<file path="src/design/rule_search_defines.svh">
// Rule search widths and table sizing shared by the package and the RTL
`ifndef RULE_SEARCH_DEFINES_SVH
`define RULE_SEARCH_DEFINES_SVH

//////////////////////////////////////////////////
// Field widths
//////////////////////////////////////////////////
`define RS_KEY_W        24   // Search key
`define RS_DATA_W       32   // Rule payload
`define RS_ADDR_W       8    // Table address
`define RS_CNT_W        16   // Rule count in the frame header

//////////////////////////////////////////////////
// Frame and table sizing
//////////////////////////////////////////////////
`define RS_RULE_BYTES   7    // 3 key bytes then 4 data bytes
`define RS_TABLE_DEPTH  256  // Entries in the table memory

`endif

</file>
<file path="src/design/rule_search_pkg.sv">
// Rule search types with the width typedefs, the table memory request and the FSM states
`include "rule_search_defines.svh"

package rule_search_pkg;

	typedef logic [`RS_KEY_W-1:0]             rule_key_t;
	typedef logic [`RS_DATA_W-1:0]            rule_data_t;
	typedef logic [`RS_KEY_W+`RS_DATA_W-1:0]  rule_word_t;  // Key in the upper bits
	typedef logic [`RS_ADDR_W-1:0]            tab_addr_t;
	typedef logic [`RS_CNT_W-1:0]             rule_cnt_t;

	// One access to the table port
	typedef struct packed {
		logic       req;
		logic       we;
		tab_addr_t  addr;
		rule_word_t wdata;
	} mem_req_t;

	typedef enum logic [1:0] {
		L_INIT,    // Fill every entry with all ones
		L_IDLE,
		L_HEADER,  // Second count byte
		L_RULES
	} load_state_t;

	typedef enum logic [1:0] {
		S_IDLE,
		S_PROBE,   // Request held until granted
		S_WAIT,    // Word comes back
		S_DONE
	} srch_state_t;

endpackage

</file>
<file path="src/design/rule_loader.sv">
// Rule loader that clears the table after reset and then writes rules from the byte stream
`timescale 1ns/1ps
`include "rule_search_defines.svh"

module rule_loader
	import rule_search_pkg::*;
(
	input  logic       clk_i,
	input  logic       rstn,
	input  logic       data_vd_i,  // One frame byte per strobe
	input  logic [7:0] data_i,
	output mem_req_t   wr_req_o,
	output logic       ready_o,    // Table usable for searches
	output logic       busy_o      // Frame rules being written
);

	localparam logic [2:0] c_last_byte = 3'(`RS_RULE_BYTES - 1);
	localparam rule_cnt_t  c_last_init = rule_cnt_t'(`RS_TABLE_DEPTH - 1);

	load_state_t r_state;
	rule_cnt_t   r_count;     // Rules in the current frame
	rule_cnt_t   r_wr_cnt;    // Sweep address and later the rule index
	logic [2:0]  r_byte_cnt;
	logic        r_wr_pend;   // Completed rule is written this cycle
	logic        r_ready;
	logic        r_busy;
	rule_word_t  r_word;
	rule_cnt_t   hdr_count;
	logic        last_byte;

	assign hdr_count = {r_count[`RS_CNT_W-9:0], data_i};
	assign last_byte = data_vd_i && (r_byte_cnt == c_last_byte);

	//////////////////////////////////////////////////
	// Frame FSM
	//////////////////////////////////////////////////
	always_ff @(posedge clk_i or negedge rstn) begin
		if (!rstn) begin
			r_state    <= L_INIT;
			r_count    <= '0;
			r_wr_cnt   <= '0;
			r_byte_cnt <= '0;
			r_wr_pend  <= 1'b0;
			r_ready    <= 1'b0;
			r_busy     <= 1'b0;
		end
		else begin
			r_wr_pend <= (r_state == L_RULES) && last_byte;
			case (r_state)
				L_INIT: begin
					r_wr_cnt <= r_wr_cnt + 1'b1;
					if (r_wr_cnt == c_last_init) begin
						r_state <= L_IDLE;
						r_ready <= 1'b1;
					end
				end
				L_IDLE: begin
					if (data_vd_i) begin
						r_count <= rule_cnt_t'(data_i);  // High count byte
						r_state <= L_HEADER;
					end
				end
				L_HEADER: begin
					if (data_vd_i) begin
						r_count    <= hdr_count;
						r_wr_cnt   <= '0;
						r_byte_cnt <= '0;
						if (hdr_count != '0) begin
							r_state <= L_RULES;
							r_busy  <= 1'b1;
							r_ready <= 1'b0;
						end
						else begin
							r_state <= L_IDLE;  // Empty frame
						end
					end
				end
				L_RULES: begin
					if (data_vd_i) begin
						r_byte_cnt <= last_byte ? '0 : r_byte_cnt + 1'b1;
					end
					if (r_wr_pend) begin
						r_wr_cnt <= r_wr_cnt + 1'b1;
						// Last write of the frame
						if (r_wr_cnt == r_count - 1'b1) begin
							r_state <= L_IDLE;
							r_busy  <= 1'b0;
							r_ready <= 1'b1;
						end
					end
				end
				default: r_state <= L_IDLE;
			endcase
		end
	end

	// Rule assembly MSB first
	always_ff @(posedge clk_i) begin
		if ((r_state == L_RULES) && data_vd_i) begin
			r_word <= {r_word[$bits(rule_word_t)-9:0], data_i};
		end
	end

	//////////////////////////////////////////////////
	// Write port
	//////////////////////////////////////////////////
	always_comb begin
		wr_req_o.req   = (r_state == L_INIT) | r_wr_pend;
		wr_req_o.we    = 1'b1;
		wr_req_o.addr  = r_wr_cnt[`RS_ADDR_W-1:0];
		wr_req_o.wdata = (r_state == L_INIT) ? '1 : r_word;  // Sweep fills all ones
	end

	assign ready_o = r_ready;
	assign busy_o  = r_busy;

endmodule

</file>
<file path="config.mk">
export PLATFORM = sky130hd
export DESIGN_NAME = rule_loader
export DESIGN_NICKNAME = d
export VERILOG_FILES = /design/src/design/rule_search_pkg.sv /design/src/design/rule_loader.sv
export VERILOG_INCLUDE_DIRS = /design/src /design/src/design
export SDC_FILE = /design/constraint.sdc
export NUM_CORES = 1
export LEC_CHECK = 0
export ABC_CLOCK_PERIOD_IN_PS = 3190
export BUFFER_PORTS_ARGS = -buffer_cell sky130_fd_sc_hd__buf_4
export CAP_MARGIN = 10
export CORE_MARGIN = 2
export CORE_UTILIZATION = 56
export DETAILED_ROUTE_END_ITERATION = 12
export HOLD_SLACK_MARGIN = 0.15
export PLACE_DENSITY = 0.87
export SKIP_LAST_GASP = 1
export SYNTH_ARGS = -nofsm -noshare
export SYNTH_HDL_FRONTEND = slang
export SYNTH_SLANG_ARGS = --single-unit
export TNS_END_PERCENT = 30
</file>
<file path="constraint.sdc">
create_clock -name clk_i -period 3.19 [get_ports clk_i]
set_input_delay 0.4785 -clock clk_i [delete_from_list [all_inputs] [get_ports clk_i]]
set_output_delay 0.4785 -clock clk_i [all_outputs]
set_load 0.01 [all_outputs]
</file>
==> reports/results.md <==
| Parameter | Value |
| --- | --- |
| Setup slack, reg-to-reg | 0.31 ns |
| Reg2Reg Capture Point | r_state[0]$_DFFE_PN0P_ |
| CP Buf/Inv Count | 1 |
| Mean post-synth cell area | 11.5 um^2 |
| Routed length per instance | 16.9 um |
| Wire length of the first global-routing pass | 15,300 um |
| Post-layout min period | 2.88 ns |
| Pwr dens | 474 nW/um^2 |
| Maximum level of the CTS H-tree | 3 |
| Final clock skew | 0.00954 ns |
| Leakage power | 2.42 nW |
| Area growth syn-to-layout | 16.5% |
| Period Utilization, post-route | 90.2% |
| Largest fanout of any net on the critical path | 13 |
| Total DRC errors in the routed layout | 0 |
| Total number of vias | 3,299 |
| Global route overflow | 0 |
| Sequential element share of the synthesized area | 56.1% |
| Final TNS setup | 0 ns |
| Vias in the first global route | 3,126 |
| Result of the run | complete, no violations |
| GPL Wtd Cong | 0.926 |
| #FFs+latches synth | 96 |
| Fraction of registers with async set/reset | 41.7% |
| CTS Buf Count | 9 |
| Largest stage delay, worst path | 0.50 ns |
| RSZ-0062 raised after global routing | no |
| Latest clock arrival within the worst-skew pair | 0.37 ns |
| Timing endpoint of the critical path | r_state[0]$_DFFE_PN0P_ |
| Endpoint kind of the worst setup timing path | flop |
| Sequence of cells on the critical path | inv_1 > ha_1 > or2_0 > a2111oi_0 > o2111ai_1 > a2bb2oi_2 > nand4_2 > o211ai_1 > o311ai_2 |
| Critical Path Start Type | flop |
| Worst setup path startpoint | r_count[0]$_DFFE_PN0P_ |
| Synthesized net count | 435 |
| Detailed placement HPWL | 7080 um |
| Post-CTS Setup Repair Bufs | 0 |
| Resize count post-CTS | 0 |
| Antenna Violating Nets Remaining | 0 |
| Buffer levels on the longest clock path | 2 |
| Total detailed-routing wirelength | 9920 um |
| Share of final-layout standard cells stronger than drive strength 1 | 35.8% |
| Headroom to the max-slew limit | 54.2% |
| Arrival @ worst endpoint | 3.12 ns |
| Total power of the final layout | 2.64 mW |
| Most instantiated flip-flop cell in the synthesis netlist | edfxtp_1 |
| Final Hold Viols | 0 |
| Maximum number of pins on one net before global-route repair | 58 |
| Vias per cell | 5.63 |
| CP Depth | 9 |
| Core area | 8260 um^2 |
| GR Util All Layers | 21.7% |
| Initial antenna violation count | 0 |
| Post-synthesis cell type count | 58 |
| Largest cells by area after synthesis | edfxtp_1 (35%), dfrtp_1 (21%), or2_2 (7.5%) |
| Number of pins exceeding their max-slew limit in the final report | 0 |
| Worst hold slack | 0.303 ns |
| Number of nets at the end of the flow | 497 |
| 1st-iter DRT viols | 188 |
| I/O pin total | 79 |
| F_max | 0.348 GHz |
| Initial cell density of the core | 57.9% |
| Final Setup Violations | 0 |
| Clock input transition at the sequential cells of the worst setup and hold paths | 0.10 ns |
| Clock root cell | clkbuf_8 |
| CP delay by family, top | compound AO/OA/AOI/OAI gates |
| Count of cells along the worst register-to-register path | 9 |
| Total die area | 9290 um^2 |
| Worst slew pin tran | 0.684 ns |
| Setup CP Type | flop to flop |
| Critical R2R Launch | r_count[0]$_DFFE_PN0P_ |
| Yosys warnings | 0 |
| Data required time of the worst path | 3.43 ns |
| Die extent in y | 96.4 um |
| Max capacitance violation total | 0 |
| Cell accounting for the most synthesized area | edfxtp_1 |
| Top cell type's share of synthesized area | 35.2% |
| Post-CTS Hold Fix Bufs | 1 |
| Summed instance area of the synthesized netlist | 4780 um^2 |
| Cells after Synth | 414 |
| Worst path slowest cell | dfrtp_1 |
| Die X | 96.4 um |
| Standard-cell rows | 33 |
| Clock Sinks | 96 |
| IR Drop Worst-Case VDD | 0.301 mV |
| Worst hold path type | input port to flop |
| TritonCTS clock tree | done |
| Post-synth EDFFs | 56 |
| Antenna diodes | 0 |
| Count of TritonRoute iterations in the first routing pass | 6 |
| # port buffers | 77 |
-- synth_stat cells (all sizes together), types with 8 or more instances --
master and count:
dfrtp 40, or2 58, buf 15, a22o 9, nor3 11, xor2 16
nand4 9, clkbuf 16, mux2 10, ha 10, nand2 24, edfxtp 56
o21ai 22, nor4 8, nor2 23, xnor2 14, inv 13
-- cell families (layout without fill, tap and decap cells) --
| logic type | Yosys count | count (layout) | share of synthesized area [%] |
|---|---|---|---|
| xor gates and xnor gates | 31 | 31 | 5.97 |
| DFF | 96 | 96 | 56.1 |
| other | 1 | 1 | 0.0784 |
| and+or+nand+nor | 160 | 160 | 18.8 |
| adders and majority gates | 10 | 10 | 2.62 |
| buffers and inverters | 44 | 111 | 4.48 |
| AOI/OAI and AO/OA | 61 | 61 | 9.37 |
| muxes | 11 | 11 | 2.56 |
-- per-stage QoR --
step	worst slack [ns]	instance area, um^2	cells	util [%]
global route	0.224	5570	586	67.4
finish	0.313	5570	586	67.4
detailed placement	0.472	5370	569	65.0
floorplan	0.548	4780	414	-
CTS	0.403	5570	586	67.4
global placement	0.558	5370	569	65.0
-- worst min path at each step --
stage                         start                    to  slack (ns)  cells past startpoint
6_report                  data_i[6]   r_word[6]$_DFFE_PP_        0.30                      1
5_1_grt                   data_i[6]   r_word[6]$_DFFE_PP_        0.29                      1
4_1_cts                   data_i[7]   r_word[7]$_DFFE_PP_        0.29                      1
3_5_place_dp    r_word[2]$_DFFE_PP_  r_word[10]$_DFFE_PP_        0.43                      0
3_3_place_gp   r_word[31]$_DFFE_PP_  r_word[39]$_DFFE_PP_        0.42                      0
2_1_floorplan                  rstn    busy_o$_DFFE_PN0P_        0.18                      0
-- where the power goes --
group,internal (mW),switching (mW)
sequential,1.41,0.0894
combinational,0.191,0.188
clock,0.301,0.465
-- state kept, by name (all words and copies together), names as in the netlist --
register	count
r_word	56
r_count	16
r_wr_cnt	16
r_byte_cnt	3
r_state	2
busy_o	1
r_wr_pend	1
ready_o	1
-- layer usage --
metal / part of all wire [%] / vias up / routed length, um / GRT usage (%)
li1: - / 1570 / - / -
met1: 42 / 1617 / 4210 / 28.3
met2: 51 / 101 / 5070 / 36.7
met3: 5.2 / 11 / 519 / 4.27
met4: 1.1 / 0 / 114 / 7.16
met5: 0 / - / 0 / 0
-- placed cells by master, fill, tap and decap left out, types with 10 or more instances in the layout --
cell type / n
or2_2: 57
nor3_1: 11
xor2_1: 16
edfxtp_1: 56
ha_1: 10
nor2_1: 23
nand2_1: 24
mux2_2: 10
buf_4: 80
xnor2_1: 14
o21ai_0: 18
dfrtp_1: 40
inv_1: 13
-- final cells by class --
type / instances / area [um^2]
well taps: 105 / 131
repair buffers: 82 / 631
inverters: 13 / 48.8
flip-flops and latches: 96 / 2680
multi-input cells: 274 / 1890
clock inverters: 7 / 66.3
fillers: 622 / 2690
clock buffers: 9 / 124
(Power assumes the default switching activity.)
