===== src/design/rule_search_defines.svh =====
// Rule search widths and table sizing shared by the package and the RTL
`ifndef RULE_SEARCH_DEFINES_SVH
`define RULE_SEARCH_DEFINES_SVH

//////////////////////////////////////////////////
// Field widths
//////////////////////////////////////////////////
`define RS_KEY_W        24   // Search key
`define RS_DATA_W       32   // Rule payload
`define RS_ADDR_W       8    // Table address
`define RS_CNT_W        16   // Rule count in the frame header

//////////////////////////////////////////////////
// Frame and table sizing
//////////////////////////////////////////////////
`define RS_RULE_BYTES   7    // 3 key bytes then 4 data bytes
`define RS_TABLE_DEPTH  256  // Entries in the table memory

`endif


===== src/design/rule_search_pkg.sv =====
// Rule search types with the width typedefs, the table memory request and the FSM states
`include "rule_search_defines.svh"

package rule_search_pkg;

	typedef logic [`RS_KEY_W-1:0]             rule_key_t;
	typedef logic [`RS_DATA_W-1:0]            rule_data_t;
	typedef logic [`RS_KEY_W+`RS_DATA_W-1:0]  rule_word_t;  // Key in the upper bits
	typedef logic [`RS_ADDR_W-1:0]            tab_addr_t;
	typedef logic [`RS_CNT_W-1:0]             rule_cnt_t;

	// One access to the table port
	typedef struct packed {
		logic       req;
		logic       we;
		tab_addr_t  addr;
		rule_word_t wdata;
	} mem_req_t;

	typedef enum logic [1:0] {
		L_INIT,    // Fill every entry with all ones
		L_IDLE,
		L_HEADER,  // Second count byte
		L_RULES
	} load_state_t;

	typedef enum logic [1:0] {
		S_IDLE,
		S_PROBE,   // Request held until granted
		S_WAIT,    // Word comes back
		S_DONE
	} srch_state_t;

endpackage


===== src/design/table_arbiter.sv =====
// Table port arbiter that lets loader writes win over search reads
`timescale 1ns/1ps

module table_arbiter
	import rule_search_pkg::*;
(
	input  logic       clk_i,
	input  logic       rstn,
	input  mem_req_t   wr_req_i,     // Single-cycle loader write strobe
	input  mem_req_t   rd_req_i,     // Search read held until granted
	input  rule_word_t rd_word_i,    // From the memory
	output logic       rd_gnt_o,     // Read reaches the memory this cycle
	output logic       rd_vld_o,     // rd_word_o holds the granted read
	output rule_word_t rd_word_o,
	output logic       mem_en_o,
	output logic       mem_we_o,
	output tab_addr_t  mem_addr_o,
	output rule_word_t mem_wdata_o
);

	mem_req_t win;
	logic     r_rd_vld;

	// Fixed priority so the write is never held off
	assign win      = wr_req_i.req ? wr_req_i : rd_req_i;
	assign rd_gnt_o = rd_req_i.req & ~wr_req_i.req;

	assign mem_en_o    = win.req;
	assign mem_we_o    = win.we;
	assign mem_addr_o  = win.addr;
	assign mem_wdata_o = win.wdata;

	//////////////////////////////////////////////////
	// Read return
	//////////////////////////////////////////////////
	always_ff @(posedge clk_i or negedge rstn) begin
		if (!rstn) begin
			r_rd_vld <= 1'b0;
		end
		else begin
			r_rd_vld <= rd_gnt_o;  // Memory answers one cycle later
		end
	end

	assign rd_vld_o  = r_rd_vld;
	assign rd_word_o = rd_word_i;

endmodule


===== config.mk =====
export PLATFORM = sky130hd
export DESIGN_NAME = table_arbiter
export DESIGN_NICKNAME = d
export VERILOG_FILES = /design/src/design/rule_search_pkg.sv /design/src/design/table_arbiter.sv
export VERILOG_INCLUDE_DIRS = /design/src /design/src/design
export SDC_FILE = /design/constraint.sdc
export NUM_CORES = 1
export LEC_CHECK = 0
export CAP_MARGIN = 20
export CELL_PAD_IN_SITES_DETAIL_PLACEMENT = 1
export CELL_PAD_IN_SITES_GLOBAL_PLACEMENT = 1
export CORE_AREA = 8 8 115 117
export DETAILED_ROUTE_END_ITERATION = 8
export DIE_AREA = 0 0 123 125
export DONT_BUFFER_PORTS = 1
export GPL_ROUTABILITY_DRIVEN = 0
export PLACE_DENSITY = 0.4
export SLEW_MARGIN = 5
export SYNTH_ARGS = -nofsm -noshare
export SYNTH_HDL_FRONTEND = slang
export SYNTH_SLANG_ARGS = --single-unit

===== constraint.sdc =====
create_clock -name clk_i -period 1.2 [get_ports clk_i]
set_clock_uncertainty 0.15 [all_clocks]
set_input_delay 0.18 -clock clk_i [delete_from_list [all_inputs] [get_ports clk_i]]
set_output_delay 0.18 -clock clk_i [all_outputs]
set_load 0.02 [all_outputs]

==> metrics list, run 1 <==
- Buffer count from post-CTS setup fixing: 0
* Cell count after placement: 216
- In the detailed route, the total length drawn on met3 is 1070 microns.
- Syn_area_per_cell: 10.3 sq um
* Detail-routed via count per cell: 3.50
- Dividing the final minimum period by the clock period gives 80.6%.
- Number of nets in the layout: 262
- The worst setup path is launched from an input pin.
- The Yosys step of the flow raised 0 warnings.
- From bottom edge to top edge, the die measures 125 microns.
- The pre-antenna-repair detailed-routing pass consisted of 3 iterations.
* Worst vdd rail ir drop: 0.000170 V
* Setup TNS after final layout: 0 ns
- Global-route total usage across every layer: 4.93%
- Critical path fanouts, max: 67
* Syn Inst Count: 131
* Initial core utilization: 11.6%
- Number of rows in the core area: 40
- The final count of pins violating max slew came to 0.
- First-pass GRT wire length: 6100 microns
* Power per cell area: 524 nW/um^2
- Summed over all nets, wire length on met2 after detailed routing comes to 2180 microns.
* Floorplan die width: 123 microns
- Total vias in the final route: 759
- The finished cells cover 1080 sq um.
- Top delay family on crit path: multiplexers
- Synthesis instantiated 8 different standard cells from the library.
* First DRT Iteration DRCs: 17
- Met1 wire length: 1640 microns
* Filler cell count in the final layout: 1360
- Type of the tightest min-delay check: in -> reg
- In the final routed layout, each cell accounts on average for 22.6 microns.
- Setup violations remaining at the end of the flow were counted as 0.
* Initial antenna violation count: 0
* Data required time of the critical path: 0.87 ns
- The clock period could shrink to 0.967 ns.
- The number of global-route vias before repair was 925.
* Share of total power consumed by net switching: 54.6%
- Register bit count reported by yosys: 1
- Io pins: 314
- Total of buffers placed on input and output ports: 0
* Largest stage delay on the critical path: 0.42 ns
- Post-route ant nets: 0
- Fin cells: 217
- After detailed routing, the total wire length is 4910 microns.
- Buffers inserted to repair hold after CTS numbered 1.
- Fraction of power consumed by combinational cells: 93.1%
- Maximum number of pins on one net before global-route repair: 68
* Maximum clock rate: 1030 MHz
- The synthesized netlist occupies a cell area of 1350 sq um.
- Of the total power, the clock network draws 0%.
* Cell internal pwr: 0.256 mW
- Measured on the finished design, the core utilization comes to 9.27%.
- GRT Residual Overflow: 0
- Largest register FFs: 1
* Max Cap Viol: 0
* Area of the die: 15400 sq um
- Element type at the critical path end: output port
- Synth Net Count: 321
- The critical path goes through mux2_2.
- Placeable core region: 11600 sq um
- Sequential elements use 1.85% of the synthesized area.
- DRC violations left: 0
- Antenna cells: 0
- After clock tree synthesis, the clock-pin slew on the worst setup and hold paths is 0 ns.
- Once placement finished, the instance area stood at 1070 sq um.
* Crit Path Category: in -> out
* Sequential group share of total power: 6.9%
* Reported net switching power: 0.308 mW
- Layout overhead on the synthesized area: -20.4%
- Signal routing reaches up to met4.
- The critical path contains buffers and inverters numbering 0 combined.
* Transition time at the pin with the least slew margin: 0.205 ns
- Highest-delay cell along the critical path: sky130_fd_sc_hd__mux2_2
- Pleak: 0.402 nW
* Normalized max-slew margin: 86.4%
- Share of layout cells above drive strength 1: 95.7%
* Final Hold Fails: 0
* Arrival time of the worst setup path: 0.64 ns
* Resize count post-CTS: 0
* Result of the run: finished clean
* Setup repair after global routing missed its margin: no
-- cell type report --
type	count	area [sq um]	area share [%]
repair buffers	2	17.5	1.63
multi-input cells	67	850	79.0
flip-flops and latches	1	25.0	2.33
well taps	147	184	17.1
-- worst paths after layout --
kind / slack [ns] / depth (start not counted) / end / from
setup / recovery: 0.23 / 1 / mem_wdata_o[1] / wr_req_i[65]
hold / removal: 0.20 / 1 / rd_vld_o / wr_req_i[65]
max in group asynchronous: 0.53 / 1 / rd_vld_o / rstn
min in group asynchronous: 0.26 / 1 / rd_vld_o / rstn
-- power by group through the flow --
stage | sequential [mW] | combinational [mW] | clock (mW)
2_1_floorplan | 0.0388 | 0.810 | 0
3_3_place_gp | 0.0390 | 0.531 | 0
3_5_place_dp | 0.0392 | 0.529 | 0
4_1_cts | 0.0392 | 0.533 | 0
5_1_grt | 0.0394 | 0.542 | 0
6_report | 0.0391 | 0.524 | 0
-- through the flow --
stage	setup WS [ns]	power [mW]	hold slack (ns)
after floorplan	0.0204	0.849	-0.266
after global placement	0.267	0.570	-0.266
after detailed placement	0.265	0.568	-0.266
after CTS	0.267	0.572	0.140
after global routing	0.258	0.581	0.178
final	0.233	0.563	0.200
-- cells in the final DEF, fill, tap and decap left out --
master	instances
sky130_fd_sc_hd__buf_4	1
sky130_fd_sc_hd__dfrtp_1	1
sky130_fd_sc_hd__dlygate4sd3_1	1
sky130_fd_sc_hd__mux2_2	37
sky130_fd_sc_hd__mux2_4	28
sky130_fd_sc_hd__nor2b_1	1
sky130_fd_sc_hd__or2_2	1
-- logic make-up after synthesis --
family        count (synthesis)  share of synthesized area [%]
simple gates                  2                          0.927
mux                          65                           61.9
flops                         1                           1.85
buf+inv                      63                           35.3
-- routing by layer --
metal,vias to the layer above,GRT usage (%)
met5,-,0
met4,0,0.213
met3,4,3.29
met2,151,8.38
met1,331,5.18
li1,273,-
-- cell usage after synthesis, drive strengths merged --
library cell | instances | share of area (%)
dfrtp | 1 | 1.9
or2 | 1 | 0.46
nor2b | 1 | 0.46
mux2 | 65 | 62
buf | 63 | 35
No activity file was read; power rests on OpenSTA's default activity.
==> run 2, diff against run 1 <==
--- a/config.mk
+++ b/config.mk
@@ -9,9 +9,9 @@
 export CAP_MARGIN = 20
 export CELL_PAD_IN_SITES_DETAIL_PLACEMENT = 1
 export CELL_PAD_IN_SITES_GLOBAL_PLACEMENT = 1
-export CORE_AREA = 8 8 115 117
+export CORE_AREA = 8 8 117 119
 export DETAILED_ROUTE_END_ITERATION = 8
-export DIE_AREA = 0 0 123 125
+export DIE_AREA = 0 0 125 127
 export DONT_BUFFER_PORTS = 1
 export GPL_ROUTABILITY_DRIVEN = 0
 export PLACE_DENSITY = 0.4
==> constraint.sdc (replaced) <==
create_clock -name clk_i -period 0.8 [get_ports clk_i]
set_clock_uncertainty 0.15 [all_clocks]
set_input_delay 0.12 -clock clk_i [delete_from_list [all_inputs] [get_ports clk_i]]
set_output_delay 0.12 -clock clk_i [all_outputs]
set_load 0.02 [all_outputs]
==> run 2 against run 1 <==
Net effect:
- the flow now finishes with violations (setup timing)
- final cell count is 0.46% lower
- sequential share of layout area fell by 0.22 points
- combinational power increased by 65%
- critical path type unchanged
- largest power group unchanged
==> metrics list, run 2 (synthesis gave the netlist of run 1 again) <==
* Resize count post-CTS: 0 (unchanged)
- Top delay family on crit path: multiplexers
- The width of the die was 125 microns (+1.6%).
- The final critical path takes up 100% of the cycle.
- The global-route wire length before repair is 7020 microns (+15%).
- The register area is 25.0 sq um (unchanged).
- The worst setup path is captured at an output port.
* Final wirelength: 5130 microns (+4.5%)
- Data required time of the critical path: 0.53 ns (-0.34 ns)
- The overflow left after global routing came to 0 (unchanged).
- Transition time at the pin with the least slew margin: 0.279 ns (+0.0748 ns)
- The vias after detailed routing is 758 (-0.13%).
- Critical path fanouts, max: 67 (unchanged)
- Sequence of cells on the critical path: mux2_2
- The detailed-router iteration count before antenna repair was 3 (unchanged).
- The number of antenna violations at the first check in global routing was 0 (unchanged).
- Among all stages on the critical path, the largest delay is contributed by sky130_fd_sc_hd__mux2_2.
- Normalized max-slew margin: 81.3% (-5.1 points)
* Fin worst setup slack: -0.00244 ns (-0.235 ns)
- The setup TNS is -0.00335 ns (-0.00335 ns).
- Commonest cells after routing, fill and taps aside: sky130_fd_sc_hd__mux2_4, sky130_fd_sc_hd__mux2_2
- The buffering stage count on the worst path with inverters included is 0 (unchanged).
- Arrival time of the worst setup path: 0.53 ns (-0.11 ns)
- Pleak: 0.527 nW (+31%)
* Layout overhead on the synthesized area: -12.2%
- Final Hold Fails: 0 (unchanged)
* Filler cell count in the final layout: 1365 (+0.37%)
- Total of buffers placed on input and output ports: 0 (unchanged)
- The total power draw was 0.925 mW (+64%).
- Failing checks: setup timing
- Area of the die: 15900 sq um (+3.3%)
* Largest register FFs: 1 (unchanged)
- The run finished, with violations left.
* Crit Path Category: in -> out
- The peak ir drop on the vdd network came to 0.000122 V (-28%).
- Global-route total usage across every layer: 5.37% (+0.45 points)
* Largest stage delay on the critical path: 0.39 ns (-0.03 ns)
- The largest net degree at the start of global routing came to 68 (unchanged).
* Buffer count from post-CTS setup fixing: 0 (unchanged)
- The effective utilization at floorplan is 11.4% (-0.20 points).
* Setup Viol. Count Final: 2 (+2)
- The fraction of layout cells with a size suffix above 1 is 97.1% (+1.4 points).
- Layout Cell Area excl Fill: 1190 sq um (+10%)
- The worst setup path is launched from an input pin.
- Wire per inst: 23.7 microns (+4.9%)
- The diode insertion count for antenna repair came to 0 (unchanged).
* Maximum clock rate: 1250 MHz
* Type of the tightest min-delay check: in -> out
- Io pins: 314 (unchanged)
- Setup repair after global routing missed its margin: no
- Via count of the first global-routing pass: 966 (+4.4%)
- Post-route ant nets: 0 (unchanged)
* Placed Instance Area: 1180 sq um (+10%)
- Number of rows in the core area: 40 (unchanged)
- The DRC violation total after the first TritonRoute iteration was 15 (-2).
* Hold buffers post-CTS: 1 (unchanged)
- The number of design rule violations left after detail routing is 0 (unchanged).
- For the finished layout, the period the worst path requires is 0.802 ns.
- Detail-routed via count per cell: 3.51 (+0.33%)
* Worst Setup Slack post-DPL: 0.00328 ns (-0.261 ns)
- Max Cap Viol: 0 (unchanged)
* Area used by multi-input combinational logic: 967 sq um (+14%)
- The layout net count came to 261 (-0.38%).
- Total count of max-transition violations in the final report: 0 (unchanged)
- Power per cell area: 779 nW/um^2 (+49%)
- Leaving out fill and tap cells, the most frequent cell in the layout is sky130_fd_sc_hd__mux2_4.
* Placeable core region: 11800 sq um (+1.7%)
* Height of the die: 127 microns (+1.6%)
## run 2: routing by layer
metal	vias up	track usage [%]	part of all wire, %
li1	271	-	-
met3	2	6.07	23
met5	-	0	0
met4	0	0.143	0.039
met2	150	8.41	46
met1	335	4.83	31
## run 2: through the flow
stage / hold slack (ns) / cells / util (%)
2_1_floorplan: -0.326 / 131 / -
3_3_place_gp: -0.326 / 215 / 9.96
3_5_place_dp: -0.326 / 215 / 9.96
4_1_cts: 0.0901 / 216 / 10.0
5_1_grt: 0.0901 / 216 / 10.0
6_report: 0.0900 / 216 / 10.0
## run 2: final timing paths
kind | slack, ns | from | cells past startpoint | to
setup / recovery | -0.002 | wr_req_i[65] | 1 | mem_wdata_o[1]
hold / removal | 0.09 | rd_word_i[15] | 0 | rd_word_o[15]
max in group asynchronous | 0.20 | rstn | 1 | rd_vld_o
min in group asynchronous | 0.19 | rstn | 1 | rd_vld_o
## run 2: area by class of cell
class / count / area share [%]
sequential: 1 / 2.11
multi-input combinational: 67 / 81.5
timing repair buffer: 1 / 0.844
tap: 147 / 15.5
## run 2: report_power, final
group | total [mW] | internal (mW) | switching, mW | leakage [nW]
registers | 0.0588 | 0.0541 | 0.00470 | 0.0129
logic | 0.866 | 0.402 | 0.464 | 0.514
clock network | 0 | 0 | 0 | 0
total | 0.925 | 0.456 | 0.469 | 0.527
