`src/design/rule_search_defines.svh`:
```
// Rule search widths and table sizing shared by the package and the RTL
`ifndef RULE_SEARCH_DEFINES_SVH
`define RULE_SEARCH_DEFINES_SVH

//////////////////////////////////////////////////
// Field widths
//////////////////////////////////////////////////
`define RS_KEY_W        24   // Search key
`define RS_DATA_W       32   // Rule payload
`define RS_ADDR_W       8    // Table address
`define RS_CNT_W        16   // Rule count in the frame header

//////////////////////////////////////////////////
// Frame and table sizing
//////////////////////////////////////////////////
`define RS_RULE_BYTES   7    // 3 key bytes then 4 data bytes
`define RS_TABLE_DEPTH  256  // Entries in the table memory

`endif

```
`src/design/rule_search_pkg.sv`:
```
// Rule search types with the width typedefs, the table memory request and the FSM states
`include "rule_search_defines.svh"

package rule_search_pkg;

	typedef logic [`RS_KEY_W-1:0]             rule_key_t;
	typedef logic [`RS_DATA_W-1:0]            rule_data_t;
	typedef logic [`RS_KEY_W+`RS_DATA_W-1:0]  rule_word_t;  // Key in the upper bits
	typedef logic [`RS_ADDR_W-1:0]            tab_addr_t;
	typedef logic [`RS_CNT_W-1:0]             rule_cnt_t;

	// One access to the table port
	typedef struct packed {
		logic       req;
		logic       we;
		tab_addr_t  addr;
		rule_word_t wdata;
	} mem_req_t;

	typedef enum logic [1:0] {
		L_INIT,    // Fill every entry with all ones
		L_IDLE,
		L_HEADER,  // Second count byte
		L_RULES
	} load_state_t;

	typedef enum logic [1:0] {
		S_IDLE,
		S_PROBE,   // Request held until granted
		S_WAIT,    // Word comes back
		S_DONE
	} srch_state_t;

endpackage

```
`src/design/rule_search_engine.sv`:
```
// Binary search engine over the sorted rule table with one probe at a time
`timescale 1ns/1ps
`include "rule_search_defines.svh"

module rule_search_engine
	import rule_search_pkg::*;
(
	input  logic       clk_i,
	input  logic       rstn,
	input  logic       search_i,    // Start strobe ignored while busy
	input  rule_key_t  key_i,
	input  logic       rd_gnt_i,
	input  logic       rd_vld_i,
	input  rule_word_t rd_word_i,
	output mem_req_t   rd_req_o,
	output logic       hit_vd_o,    // End of search
	output logic       hit_o,
	output tab_addr_t  hit_addr_o,
	output rule_data_t hit_data_o
);

	localparam tab_addr_t c_start_addr = tab_addr_t'(`RS_TABLE_DEPTH / 2);
	localparam tab_addr_t c_start_step = tab_addr_t'(`RS_TABLE_DEPTH / 4);

	srch_state_t r_state;
	rule_key_t   r_key;
	tab_addr_t   r_addr;     // Current probe
	tab_addr_t   r_step;     // Next move that halves every probe
	logic        r_final;    // Lower neighbour probe in flight
	logic        r_hit_vd;
	logic        r_hit;
	tab_addr_t   r_hit_addr;
	rule_data_t  r_hit_data;
	rule_key_t   probe_key;
	rule_data_t  probe_data;
	logic        match;

	assign probe_key  = rd_word_i[`RS_DATA_W +: `RS_KEY_W];
	assign probe_data = rd_word_i[`RS_DATA_W-1:0];
	assign match      = (probe_key == r_key);

	//////////////////////////////////////////////////
	// Search FSM
	//////////////////////////////////////////////////
	always_ff @(posedge clk_i or negedge rstn) begin
		if (!rstn) begin
			r_state  <= S_IDLE;
			r_addr   <= '0;
			r_step   <= '0;
			r_final  <= 1'b0;
			r_hit_vd <= 1'b0;
			r_hit    <= 1'b0;
		end
		else begin
			r_hit_vd <= 1'b0;
			case (r_state)
				S_IDLE: begin
					if (search_i) begin
						r_addr  <= c_start_addr;
						r_step  <= c_start_step;
						r_final <= 1'b0;
						r_state <= S_PROBE;
					end
				end
				S_PROBE: begin
					if (rd_gnt_i) r_state <= S_WAIT;  // A loader write can delay this
				end
				S_WAIT: begin
					if (rd_vld_i) begin
						if (match) begin
							r_hit    <= 1'b1;
							r_hit_vd <= 1'b1;
							r_state  <= S_DONE;
						end
						else if (r_final) begin
							r_hit    <= 1'b0;
							r_hit_vd <= 1'b1;
							r_state  <= S_DONE;
						end
						else if (r_step == '0) begin
							// Target can only sit just below the last probe
							r_addr  <= r_addr - 1'b1;
							r_final <= 1'b1;
							r_state <= S_PROBE;
						end
						else begin
							r_addr  <= (probe_key > r_key) ? r_addr - r_step : r_addr + r_step;
							r_step  <= r_step >> 1;
							r_state <= S_PROBE;
						end
					end
				end
				S_DONE: r_state <= S_IDLE;
				default: r_state <= S_IDLE;
			endcase
		end
	end

	// Key and hit payload
	always_ff @(posedge clk_i) begin
		if ((r_state == S_IDLE) && search_i) begin
			r_key <= key_i;
		end
		if ((r_state == S_WAIT) && rd_vld_i && match) begin
			r_hit_addr <= r_addr;
			r_hit_data <= probe_data;
		end
	end

	//////////////////////////////////////////////////
	// Table read request
	//////////////////////////////////////////////////
	always_comb begin
		rd_req_o.req   = (r_state == S_PROBE);
		rd_req_o.we    = 1'b0;
		rd_req_o.addr  = r_addr;
		rd_req_o.wdata = '0;
	end

	assign hit_vd_o   = r_hit_vd;
	assign hit_o      = r_hit;
	assign hit_addr_o = r_hit_addr;
	assign hit_data_o = r_hit_data;

endmodule

```
`config.mk`:
```
export PLATFORM = sky130hd
export DESIGN_NAME = rule_search_engine
export DESIGN_NICKNAME = d
export VERILOG_FILES = /design/src/design/rule_search_pkg.sv /design/src/design/rule_search_engine.sv
export VERILOG_INCLUDE_DIRS = /design/src /design/src/design
export SDC_FILE = /design/constraint.sdc
export NUM_CORES = 1
export LEC_CHECK = 0
export BUFFER_PORTS_ARGS = -buffer_cell sky130_fd_sc_hd__buf_2
export CAP_MARGIN = 15
export CORE_MARGIN = 1
export CORE_UTILIZATION = 52
export CTS_CLUSTER_SIZE = 14
export DETAILED_ROUTE_END_ITERATION = 7
export GPL_TIMING_DRIVEN = 0
export PLACE_DENSITY_LB_ADDON = 0.08
export SYNTH_ARGS = -nofsm -noshare
export SYNTH_HDL_FRONTEND = slang
export SYNTH_SLANG_ARGS = --single-unit
export TNS_END_PERCENT = 20
```
`constraint.sdc`:
```
create_clock -name clk_i -period 9.5 [get_ports clk_i]
set_clock_uncertainty 0.05 [all_clocks]
set_input_delay 0.475 -clock clk_i [delete_from_list [all_inputs] [get_ports clk_i]]
set_output_delay 0.475 -clock clk_i [all_outputs]
set_load 0.02 [all_outputs]
```
==> results of run 1 <==
==> registers in the layout (all words and copies together) (netlist names) <==
name and count:
hit_o 1, hit_vd_o 1, r_addr 8, r_final 1
hit_data_o 32, r_state 2, r_key 24, hit_addr_o 8
r_step 7
==> stage by stage <==
| stage | worst slack [ns] | cell area [um2] | hold WS [ns] |
|---|---|---|---|
| 2_1_floorplan | 5.47 | 4830 | 0.129 |
| 3_3_place_gp | 4.97 | 5640 | 0.402 |
| 3_5_place_dp | 4.93 | 5680 | 0.416 |
| 4_1_cts | 5.13 | 5860 | 0.0288 |
| 5_1_grt | 4.73 | 5860 | 0.0429 |
| 6_report | 5.14 | 5860 | 0.0238 |
==> logic make-up (layout without fill, tap and decap cells) <==
group	count (synthesis)	count (layout)	share of synthesized area
xor gates and xnor gates	11	11	0.0209
other	1	57	0.000812
buffers and inverters	99	252	0.127
and+or+nand+nor	100	100	0.119
DFF	84	84	0.525
AOI/OAI and AO/OA	74	74	0.107
muxes	3	3	0.00678
adders and majority gates	34	34	0.0938
==> critical path: cells and delay by family (launching register included) <==
family,cells,cell delay (ns)
adder cells (fa/ha/maj),2,0.71
AO/OA/AOI/OAI,6,1.14
flip-flops,1,0.33
AND/OR/NAND/NOR,6,1.57
buffers and inverters,1,0.04
multiplexers,1,0.43
==> Yosys cell counts (all sizes together), types with 2 or more instances <==
master,number,share of area
ha,33,0.089
clkbuf,3,0.0024
nor2b,6,0.0081
o21ai,19,0.021
nand2b,5,0.0073
o22ai,3,0.0041
a21boi,2,0.0033
xor2,4,0.0076
edfxtp,64,0.42
o21bai,3,0.0049
nor4,2,0.0060
nor3,3,0.0033
or4,2,0.0041
nand3,9,0.0098
inv,36,0.029
mux2i,2,0.0043
buf,60,0.096
a211oi,5,0.010
nand4,9,0.020
and3,3,0.0041
nor2,16,0.014
and2,2,0.0033
a21oi,21,0.025
nand2,38,0.031
o31ai,6,0.011
a211o,2,0.0038
o211ai,2,0.0033
dfrtp,20,0.11
xnor2,7,0.013
a21o,5,0.0081
==> how the worst min path moves through the flow <==
| stage | startpoint | endpoint | slack [ns] | cells past startpoint |
|---|---|---|---|---|
| 4_1_cts | rstn | r_addr[5]$_DFFE_PN0P_ | 0.03 | 1 |
| 3_3_place_gp | rstn | r_addr[5]$_DFFE_PN0P_ | 0.40 | 1 |
| 2_1_floorplan | rstn | hit_o$_DFFE_PN0P_ | 0.13 | 0 |
| 3_5_place_dp | rstn | r_addr[5]$_DFFE_PN0P_ | 0.42 | 1 |
| 6_report | rstn | r_addr[6]$_DFFE_PN0P_ | 0.02 | 1 |
| 5_1_grt | rstn | r_addr[5]$_DFFE_PN0P_ | 0.04 | 1 |
==> metal layers <==
metal / part of all wire / up-vias / GRT usage
met5: 0 / - / 0
met4: 0.023 / 0 / 0.0858
li1: - / 1733 / -
met2: 0.48 / 151 / 0.361
met1: 0.41 / 1523 / 0.250
met3: 0.084 / 18 / 0.0553
==> layout make-up <==
cell class,count,area (um2),share of cell area
Buffer,63,453,0.0773
Sequential cell,84,2420,0.413
Timing Repair Buffer,137,711,0.121
Inverter,36,135,0.0231
Clock buffer,9,124,0.0211
Multi-Input combinational cell,279,1830,0.312
Clock inverter,7,51.3,0.00876
Tap cell,108,135,0.0231
==> power by group through the flow <==
stage                     clock network, uW  registers, uW  logic (uW)
after floorplan                           0            504         380
after global placement                    0            493         491
after detailed placement                  0            496         514
after CTS                               236            487         515
after global routing                    254            494         580
final                                   229            487         512
==> flow_summary_export.csv, run 1 <==
group,metric,value,unit
critical_path,end_kind,"register",
die,num_rows,34,
yosys,syn_area,0.00462,mm2
worst_hold_path,hp-class,"in -> async",
grt,first_global_vias,3207,
cells_and_area,drive_gt1_frac,0.372,
cts,clk_latency,0.35,ns
cts,cts.sinks,84,
grt,gr-usage-all-layers,0.210,
cells_and_area,antenna_cells,0,
detailed_routing,vias_per_cell,4.74,
cts,h-tree-depth,3,
power,power,1230,uW
die,start_util,0.532,
cells_and_area,final_cell_mix,"buf_2 (137), edfxtp_1 (64), buf_4 (57), conb_1 (57), nand2_1 (38)",
sta,fin_crit,4.36,ns
power,clockPowerShare,0.186,
placement,dp_cells,707,
critical_path,cpPeakStageDelay,0.55,ns
grt,gr-total-overflow,0,
critical_path,cp-start-kind,"register",
detailed_routing,routedWlPerCell,12.6,um
cts,cts_tree,"built",
grt,grt_antenna_before_repair,0,
cells_and_area,utilization,0.675,
sta,maxSlewHeadroom,0.653,
sta,min_period_over_period,0.459,
yosys,synth_cell_types,57,
cts,ctsHoldBuffers,0,
cts,cts_root_buf,"clkbuf_8",
critical_path,r2r_end,"r_addr[7]$_DFFE_PN0P_",
yosys,yosys_warnings,0,
cells_and_area,area_delta_synth_final,26.9,%
yosys,synth-seq-area-share,0.525,
die,fp.dieH,96.2,um
critical_path,crit_required,9.72,ns
sta,clock.fmax,229,MHz
critical_path,startpoint,"r_key[22]$_DFFE_PP_",
critical_path,r2r-start,"r_key[22]$_DFFE_PP_",
cts,cts_buffers,9,
detailed_routing,wl,9.12,mm
sta,rsz0062_at_grt,"no",
sta,slew_viol_final,0,
power,pwr-share-comb,0.417,
detailed_routing,drc_errors,0,
yosys,ys_ff_latch,84,
power,intPower,769,uW
yosys,synth_area_per_cell,11.4,um2
critical_path,path_class,"reg -> reg",
placement,port_buffers,135,
grt,grt_max_degree,29,
sta,fin_setup_tns,0,ns
run_status,outcome,"completed",
die,ioPinCount,193,
power,p_leak,0.00284,uW
die,core,0.00868,mm2
grt,grt_pass1_wl,14.6,mm
cells_and_area,fillers,712,
critical_path,rrSetupSlack,5.14,ns
detailed_routing,vias,3425,
placement,routabilityCongestion,0.916,
cells_and_area,layout.cells.non_filler,723,
critical_path,crit_arrival,4.58,ns
cts,path_clk_slew,0.09,ns
critical_path,critPathSlowestCell,"or4_4",
power,vdd_drop_max,0.0941,mV
power,switchingPower,459,uW
cts,postCtsSetupBuffers,0,
power,powerDensity,210,mW/mm2
cells_and_area,mostFrequentLayoutCell,"buf_2",
power,p_sw_frac,0.374,
yosys,syn_inst,406,
power,seqPwrFrac,0.397,
critical_path,crit_path_max_fanout,6,
sta,setup_viol,0,
die,fp.dieW,96.2,um
yosys,synth_flop_cell,"edfxtp_1",
placement,dp_hpwl,7.29,mm
cells_and_area,nNetsFinal,729,
detailed_routing,first_pass_iters,4,
detailed_routing,postRouteAntennaNets,0,
sta,hold_viol_final,0,
detailed_routing,dr.first_iter.drc_count,142,
die,die_area,0.00926,mm2
cts,cts.path.max_buffers,2,
cts,ctsResizeCount,0,
run,maxCapViolCount,0,
critical_path,crit_chain,"inv_1, ha_1, nand4_4, nor4_4, o31ai_2, a211oi_2, mux2_2, a211oi_1, nor3_1, nand4b_1, ha_1, a21o_1, a31oi_1, or4_4, and2_4, a211oi_2",
critical_path,reg2regPathDepth,16,
yosys,async_reset_ff_frac,0.238,
yosys,synth-edff-count,64,
critical_path,endpoint,"r_addr[7]$_DFFE_PN0P_",
sta,tightest_slew,0.520,ns
No activity file was read; power rests on OpenSTA's default activity.
==> inputs of run 2 (changes only) <==
Settings changed: ABC_AREA set to 1, CORE_UTILIZATION 52 to 49.
Clock period 9.5 ns to 4.37 ns, I/O delays scaled along.
==> flow_summary_export.csv, run 2 <==
group,metric,value,unit
yosys,syn_inst,435,
cells_and_area,final_area,0.00639,mm2
die,num_rows,35,
sta,setup_viol,0,
sta,fin_setup_tns,0,ns
power,p_leak,0.00327,uW
die,start_util,0.503,
power,switchingPower,1230,uW
power,powerDensity,472,mW/mm2
yosys,async_reset_ff_frac,0.238,
critical_path,reg2regPathDepth,27,
critical_path,end_kind,"register",
worst_hold_path,holdPathEnd,"r_key[13]$_DFFE_PP_",
worst_hold_path,hp-start,"key_i[13]",
power,pwr-share-comb,0.458,
yosys,synth-seq-area-share,0.526,
sta,rsz0062_at_grt,"no",
sta,tightest_slew,1.04,ns
detailed_routing,first_pass_iters,4,
cells_and_area,antenna_cells,0,
critical_path,crit_arrival,3.95,ns
yosys,synth_area_per_cell,10.6,um2
cells_and_area,regArea,0.00242,mm2
yosys,synth-simple-area-share,0.143,
critical_path,rrSetupSlack,0.62,ns
sta,fin_crit,3.75,ns
grt,grt_antenna_before_repair,0,
cts,cts_tree,"built",
critical_path,startpoint,"r_key[3]$_DFFE_PP_",
critical_path,r2r-start,"r_key[3]$_DFFE_PP_",
yosys,yosys_warnings,0,
power,vdd_drop_max,0.328,mV
detailed_routing,vias_per_cell,4.53,
critical_path,cp-start-kind,"register",
detailed_routing,vias,3673,
die,core,0.00915,mm2
grt,gr-total-overflow,0,
grt,first_global_vias,3594,
sta,slew_viol_final,0,
cells_and_area,fillers,712,
cts,h-tree-depth,3,
yosys,ys_top_cells_by_area,"edfxtp_1 (42%), dfrtp_1 (11%), buf_4 (9.3%)",
sta,maxSlewHeadroom,0.307,
yosys,synth_fa_ha_area_frac,0.0940,
placement,pre_cts_ws,0.617,ns
cts,cts.sinks,84,
yosys,synth_top_area_cell,"edfxtp_1",
cts,clk_latency,0.36,ns
cells_and_area,largest_register_ffs,32,
yosys,synth_xor_area_frac,0.00951,
yosys,synth_flop_cell,"edfxtp_1",
placement,dp_hpwl,7.06,mm
die,die_area,0.00979,mm2
cts,ctsResizeCount,0,
cts,cts_buffers,9,
grt,grt_pass1_wl,16.1,mm
placement,routabilityCongestion,0.784,
grt,grt_max_degree,30,
sta,hold_viol_final,0,
yosys,ys_ff_latch,84,
sta,clock.fmax,267,MHz
cells_and_area,drive_gt1_frac,0.358,
worst_hold_path,hold-path-cell-count,1,
worst_hold_path,hp-class,"in -> reg",
cts,cts.path.max_buffers,2,
die,fp.dieH,98.9,um
cells_and_area,nNetsFinal,813,
power,p_sw_frac,0.407,
critical_path,crit_required,4.57,ns
yosys,synth_cell_types,44,
cts,postCtsSetupBuffers,0,
cells_and_area,area_delta_synth_final,38.8,%
yosys,synth_most_common_cell,"nand2_1",
power,clockPowerShare,0.169,
cts,ctsHoldBuffers,55,
run,maxCapViolCount,0,
yosys,synth.top_cell.area_share,0.417,
placement,postPlaceCellArea,0.00566,mm2
yosys,syn_area,0.00460,mm2
cells_and_area,final_cell_mix,"buf_2 (135), nand2_1 (69), edfxtp_1 (64), inv_1 (61)",
detailed_routing,postRouteAntennaNets,0,
die,ioPinCount,193,
yosys,synthTopCellsByCount,"nand2_1 (69), edfxtp_1 (64), inv_1 (61)",
yosys,synth_compound_area_frac,0.0731,
sta,holdWs,0.0113,ns
detailed_routing,drc_errors,0,
grt,gr-usage-all-layers,0.211,
power,power,3020,uW
critical_path,crit_path_max_fanout,5,
cts,cts_root_buf,"clkbuf_8",
sta,min_period_over_period,0.858,
cells_and_area,mostFrequentLayoutCell,"buf_2",
run_status,outcome,"completed",
detailed_routing,dr.first_iter.drc_count,107,
yosys,synth_top_family_by_area,"buffers and inverters",
yosys,synth_mux_area_frac,0,
power,seqPwrFrac,0.373,
detailed_routing,routedWlPerCell,12.3,um
critical_path,r2r_end,"r_addr[7]$_DFFE_PN0P_",
critical_path,path_class,"reg -> reg",
die,fp.dieW,98.9,um
cells_and_area,multi_input_area,0.00170,mm2
sta,setup_ws,0.620,ns
detailed_routing,wl,9.98,mm
placement,port_buffers,135,
cts,path_clk_slew,0.09,ns
yosys,synth-edff-count,64,
power,intPower,1790,uW
==> run 2: changes by cell type after synthesis, sizes merged, moves of 6 or more <==
cell   delta
nand2    +37
inv      +34
nand3    +13
nor2      +7
nor2b     -6
==> run 2: metal layers <==
layer,track usage,wire length (um),up-vias
met5,0,0,-
met4,0.0804,190,0
met3,0.0383,556,17
met2,0.393,5200,120
met1,0.240,4040,1682
li1,-,-,1854
==> run 2: worst max-delay path, cell delays in order, from the launching register on <==
cell      delay, ns
edfxtp_1       0.33
inv_1          0.04
ha_1           0.28
nand2_1        0.07
inv_2          0.06
nand3_2        0.08
nor3_4         0.23
nand4_2        0.24
nand2_4        0.16
nand2_1        0.07
o21ai_2        0.10
nor2_1         0.10
nand3b_1       0.17
ha_1           0.35
a21oi_1        0.14
nand2_1        0.08
nand2_1        0.08
nand2_1        0.05
a21oi_1        0.19
o21ai_0        0.12
a21oi_1        0.19
nand2_1        0.08
nand2_1        0.09
inv_1          0.04
nand4_1        0.07
nand3_1        0.08
nand2_1        0.06
inv_1          0.03
==> run 2: cell families (layout without fill, tap and decap cells) <==
group                      count (synthesis)  count (layout)
AOI/OAI and AO/OA                         52              52
xor gates and xnor gates                   5               5
adders and majority gates                 34              34
buffers and inverters                    128             336
DFF                                       84              84
other                                      1              57
and+or+nand+nor                          131             131
==> run 2: power by group through the flow <==
stage / logic (uW) / registers, uW / clock network [uW]
global route: 1580 / 1140 / 553
finish: 1380 / 1130 / 511
global placement: 1280 / 1140 / 0
CTS: 1390 / 1130 / 524
floorplan: 1030 / 1150 / 0
detailed placement: 1340 / 1140 / 0
==> run 2: layout make-up <==
cell class	count	area share
Timing Repair Buffer	192	0.197
Inverter	70	0.0415
Tap cell	111	0.0217
Clock buffer	9	0.0194
Buffer	58	0.0687
Clock inverter	7	0.00803
Multi-Input combinational cell	279	0.265
Sequential cell	84	0.379
==> run 2: how the worst max path moves through the flow <==
stage,endpoint,slack (ns),cells after the start
after global placement,hit_data_o[0]$_DFFE_PP_,0.16,8
after detailed placement,r_addr[7]$_DFFE_PN0P_,0.62,27
after global routing,r_addr[7]$_DFFE_PN0P_,0.21,28
after CTS,r_addr[7]$_DFFE_PN0P_,0.59,28
after floorplan,hit_addr_o[0]$_DFFE_PP_,1.05,8
final,r_addr[7]$_DFFE_PN0P_,0.62,27
==> run 2: through the flow <==
step | util | cells
after global routing | 0.698 | 810
after floorplan | - | 491
after detailed placement | 0.618 | 738
after global placement | 0.615 | 737
final | 0.698 | 810
after CTS | 0.697 | 809
==> inputs of run 3 (changes only) <==
Settings changed: HOLD_SLACK_MARGIN set to 0.15, PLACE_DENSITY set to 0.91, PLACE_DENSITY_LB_ADDON 0.08 to not set.
==> flow_summary_export.csv, run 3 (synthesis gave the netlist of run 2 again) <==
group,metric,value,unit
cts,ctsResizeCount,0,
critical_path,end_kind,"register",
critical_path,cpPeakStageDelay,0.35,ns
sta,slew_viol_final,0,
critical_path,cp-start-kind,"register",
sta,setup_ws,0.556,ns
grt,first_global_vias,3626,
die,core,0.00915,mm2
grt,gr-usage-all-layers,0.216,
die,die_area,0.00979,mm2
sta,setup_viol,0,
run_status,outcome,"completed",
worst_hold_path,hp-class,"in -> reg",
cells_and_area,final_cell_mix,"buf_2 (135), nand2_1 (69), edfxtp_1 (64), inv_1 (61), dlygate4sd3_1 (60)",
grt,grt_antenna_before_repair,0,
detailed_routing,wl_met2,5.49,mm
sta,holdWs,0.221,ns
sta,clock.fmax,262,MHz
detailed_routing,dr_wl_met3,677,um
critical_path,critPathSlowestCell,"ha_1",
die,ioPinCount,193,
cts,postCtsSetupBuffers,0,
cts,path_clk_slew,0.10,ns
cells_and_area,largest_register_ffs,32,
die,num_rows,35,
cts,clk_latency,0.35,ns
sta,min_period_over_period,0.873,
die,fp.dieW,98.9,um
run,maxCapViolCount,0,
sta,maxSlewHeadroom,0.347,
cells_and_area,mostFrequentLayoutCell,"buf_2",
sta,fin_setup_tns,0,ns
grt,grt_max_degree,40,
cts,h-tree-depth,3,
power,powerDensity,486,mW/mm2
cts,cts_buffers,9,
detailed_routing,vias_per_cell,4.57,
detailed_routing,vias,3718,
sta,fin_crit,3.81,ns
grt,grt_pass1_wl,16.5,mm
die,start_util,0.503,
detailed_routing,routedWlPerCell,12.7,um
cells_and_area,drive_gt1_frac,0.356,
cells_and_area,antenna_cells,0,
detailed_routing,drc_errors,0,
cts,cts_tree,"built",
detailed_routing,first_pass_iters,4,
placement,dp_hpwl,7.18,mm
detailed_routing,dr.first_iter.drc_count,88,
detailed_routing,wl,10.4,mm
power,vdd_drop_max,0.376,mV
critical_path,crit_arrival,4.07,ns
critical_path,path_class,"reg -> reg",
detailed_routing,met1_length,3.96,mm
sta,tightest_slew,0.978,ns
detailed_routing,top_layer,"met4",
cts,cts.sinks,84,
critical_path,crit_path_max_fanout,5,
power,power,3150,uW
cts,cts_root_buf,"clkbuf_8",
critical_path,crit_required,4.63,ns
placement,pre_cts_ws,0.582,ns
critical_path,crit_top_cell,"nand2_1",
placement,port_buffers,135,
power,p_leak,0.00332,uW
cells_and_area,nNetsFinal,817,
sta,rsz0062_at_grt,"no",
cells_and_area,area_delta_synth_final,40.9,%
sta,hold_viol_final,0,
grt,gr-total-overflow,0,
die,fp.dieH,98.9,um
detailed_routing,postRouteAntennaNets,0,
placement,routabilityCongestion,0.827,
cts,cts.path.max_buffers,2,
## run 3: cell count changes in the layout (fill, tap and decap cells not counted), sizes merged
cell	previous run	this run
dlygate4sd3	56	60
clkinv	3	1
clkinvlp	2	1
bufinv	0	2
inv	72	73
## run 3: path summary, 6_finish.rpt
check | start | to | slack [ns] | cells after the start
worst max-delay path | r_key[3]$_DFFE_PP_ | r_addr[7]$_DFFE_PN0P_ | 0.56 | 28
worst min-delay path | search_i | r_state[1]$_DFFE_PN0P_ | 0.22 | 4
worst max register to register | r_key[3]$_DFFE_PP_ | r_addr[7]$_DFFE_PN0P_ | 0.56 | 28
worst min register to register | r_addr[0]$_DFFE_PN0P_ | hit_addr_o[0]$_DFFE_PP_ | 0.44 | 0
max in group asynchronous | rstn | r_step[3]$_DFFE_PN0P_ | 3.65 | 2
min in group asynchronous | rstn | r_addr[6]$_DFFE_PN0P_ | 0.29 | 2
## run 3: where the power goes
| group | internal, uW | leakage (uW) | switching (uW) |
|---|---|---|---|
| Clock | 331 | 0.000112 | 302 |
| Combinational | 536 | 0.00235 | 849 |
| Sequential | 1050 | 0.000850 | 76.1 |
| Total | 1920 | 0.00332 | 1230 |
## run 3: area by class of cell
cell class | instances | area, um2
plain buffers | 58 | 439
clock buffers | 9 | 124
clock inverters | 7 | 105
fillers | 661 | 2670
inverters | 70 | 265
multi-input cells | 279 | 1700
flip-flops and latches | 84 | 2420
well taps | 111 | 139
repair buffers | 196 | 1300
## run 3: critical path: cells and delay by family, from the launching register on
family	cells	cell delay [ns]
and+or+nand+nor	16	1.77
adders and majority gates	2	0.63
DFF	1	0.33
AOI/OAI and AO/OA	5	0.70
buffers and inverters	5	0.26
## run 3: repair_timing
| action | 4_1_cts | 5_1_grt |
|---|---|---|
| endpoints found under the hold margin | 78 | 0 |
| endpoints found under the setup margin | 0 | 0 |
| hold buffers | 60 | 0 |
## run 3: metrics by stage
step	area [um2]	util	std cells
after global routing	6490	0.709	814
after global placement	5630	0.615	737
after CTS	6490	0.709	814
after floorplan	4810	-	491
after detailed placement	5660	0.618	738
final	6490	0.709	814
## run 3: layer usage
layer  up-vias  track usage
li1       1861            -
met1      1690        0.231
met2       142        0.412
met3        25       0.0426
met4         0       0.0884
met5         -            0
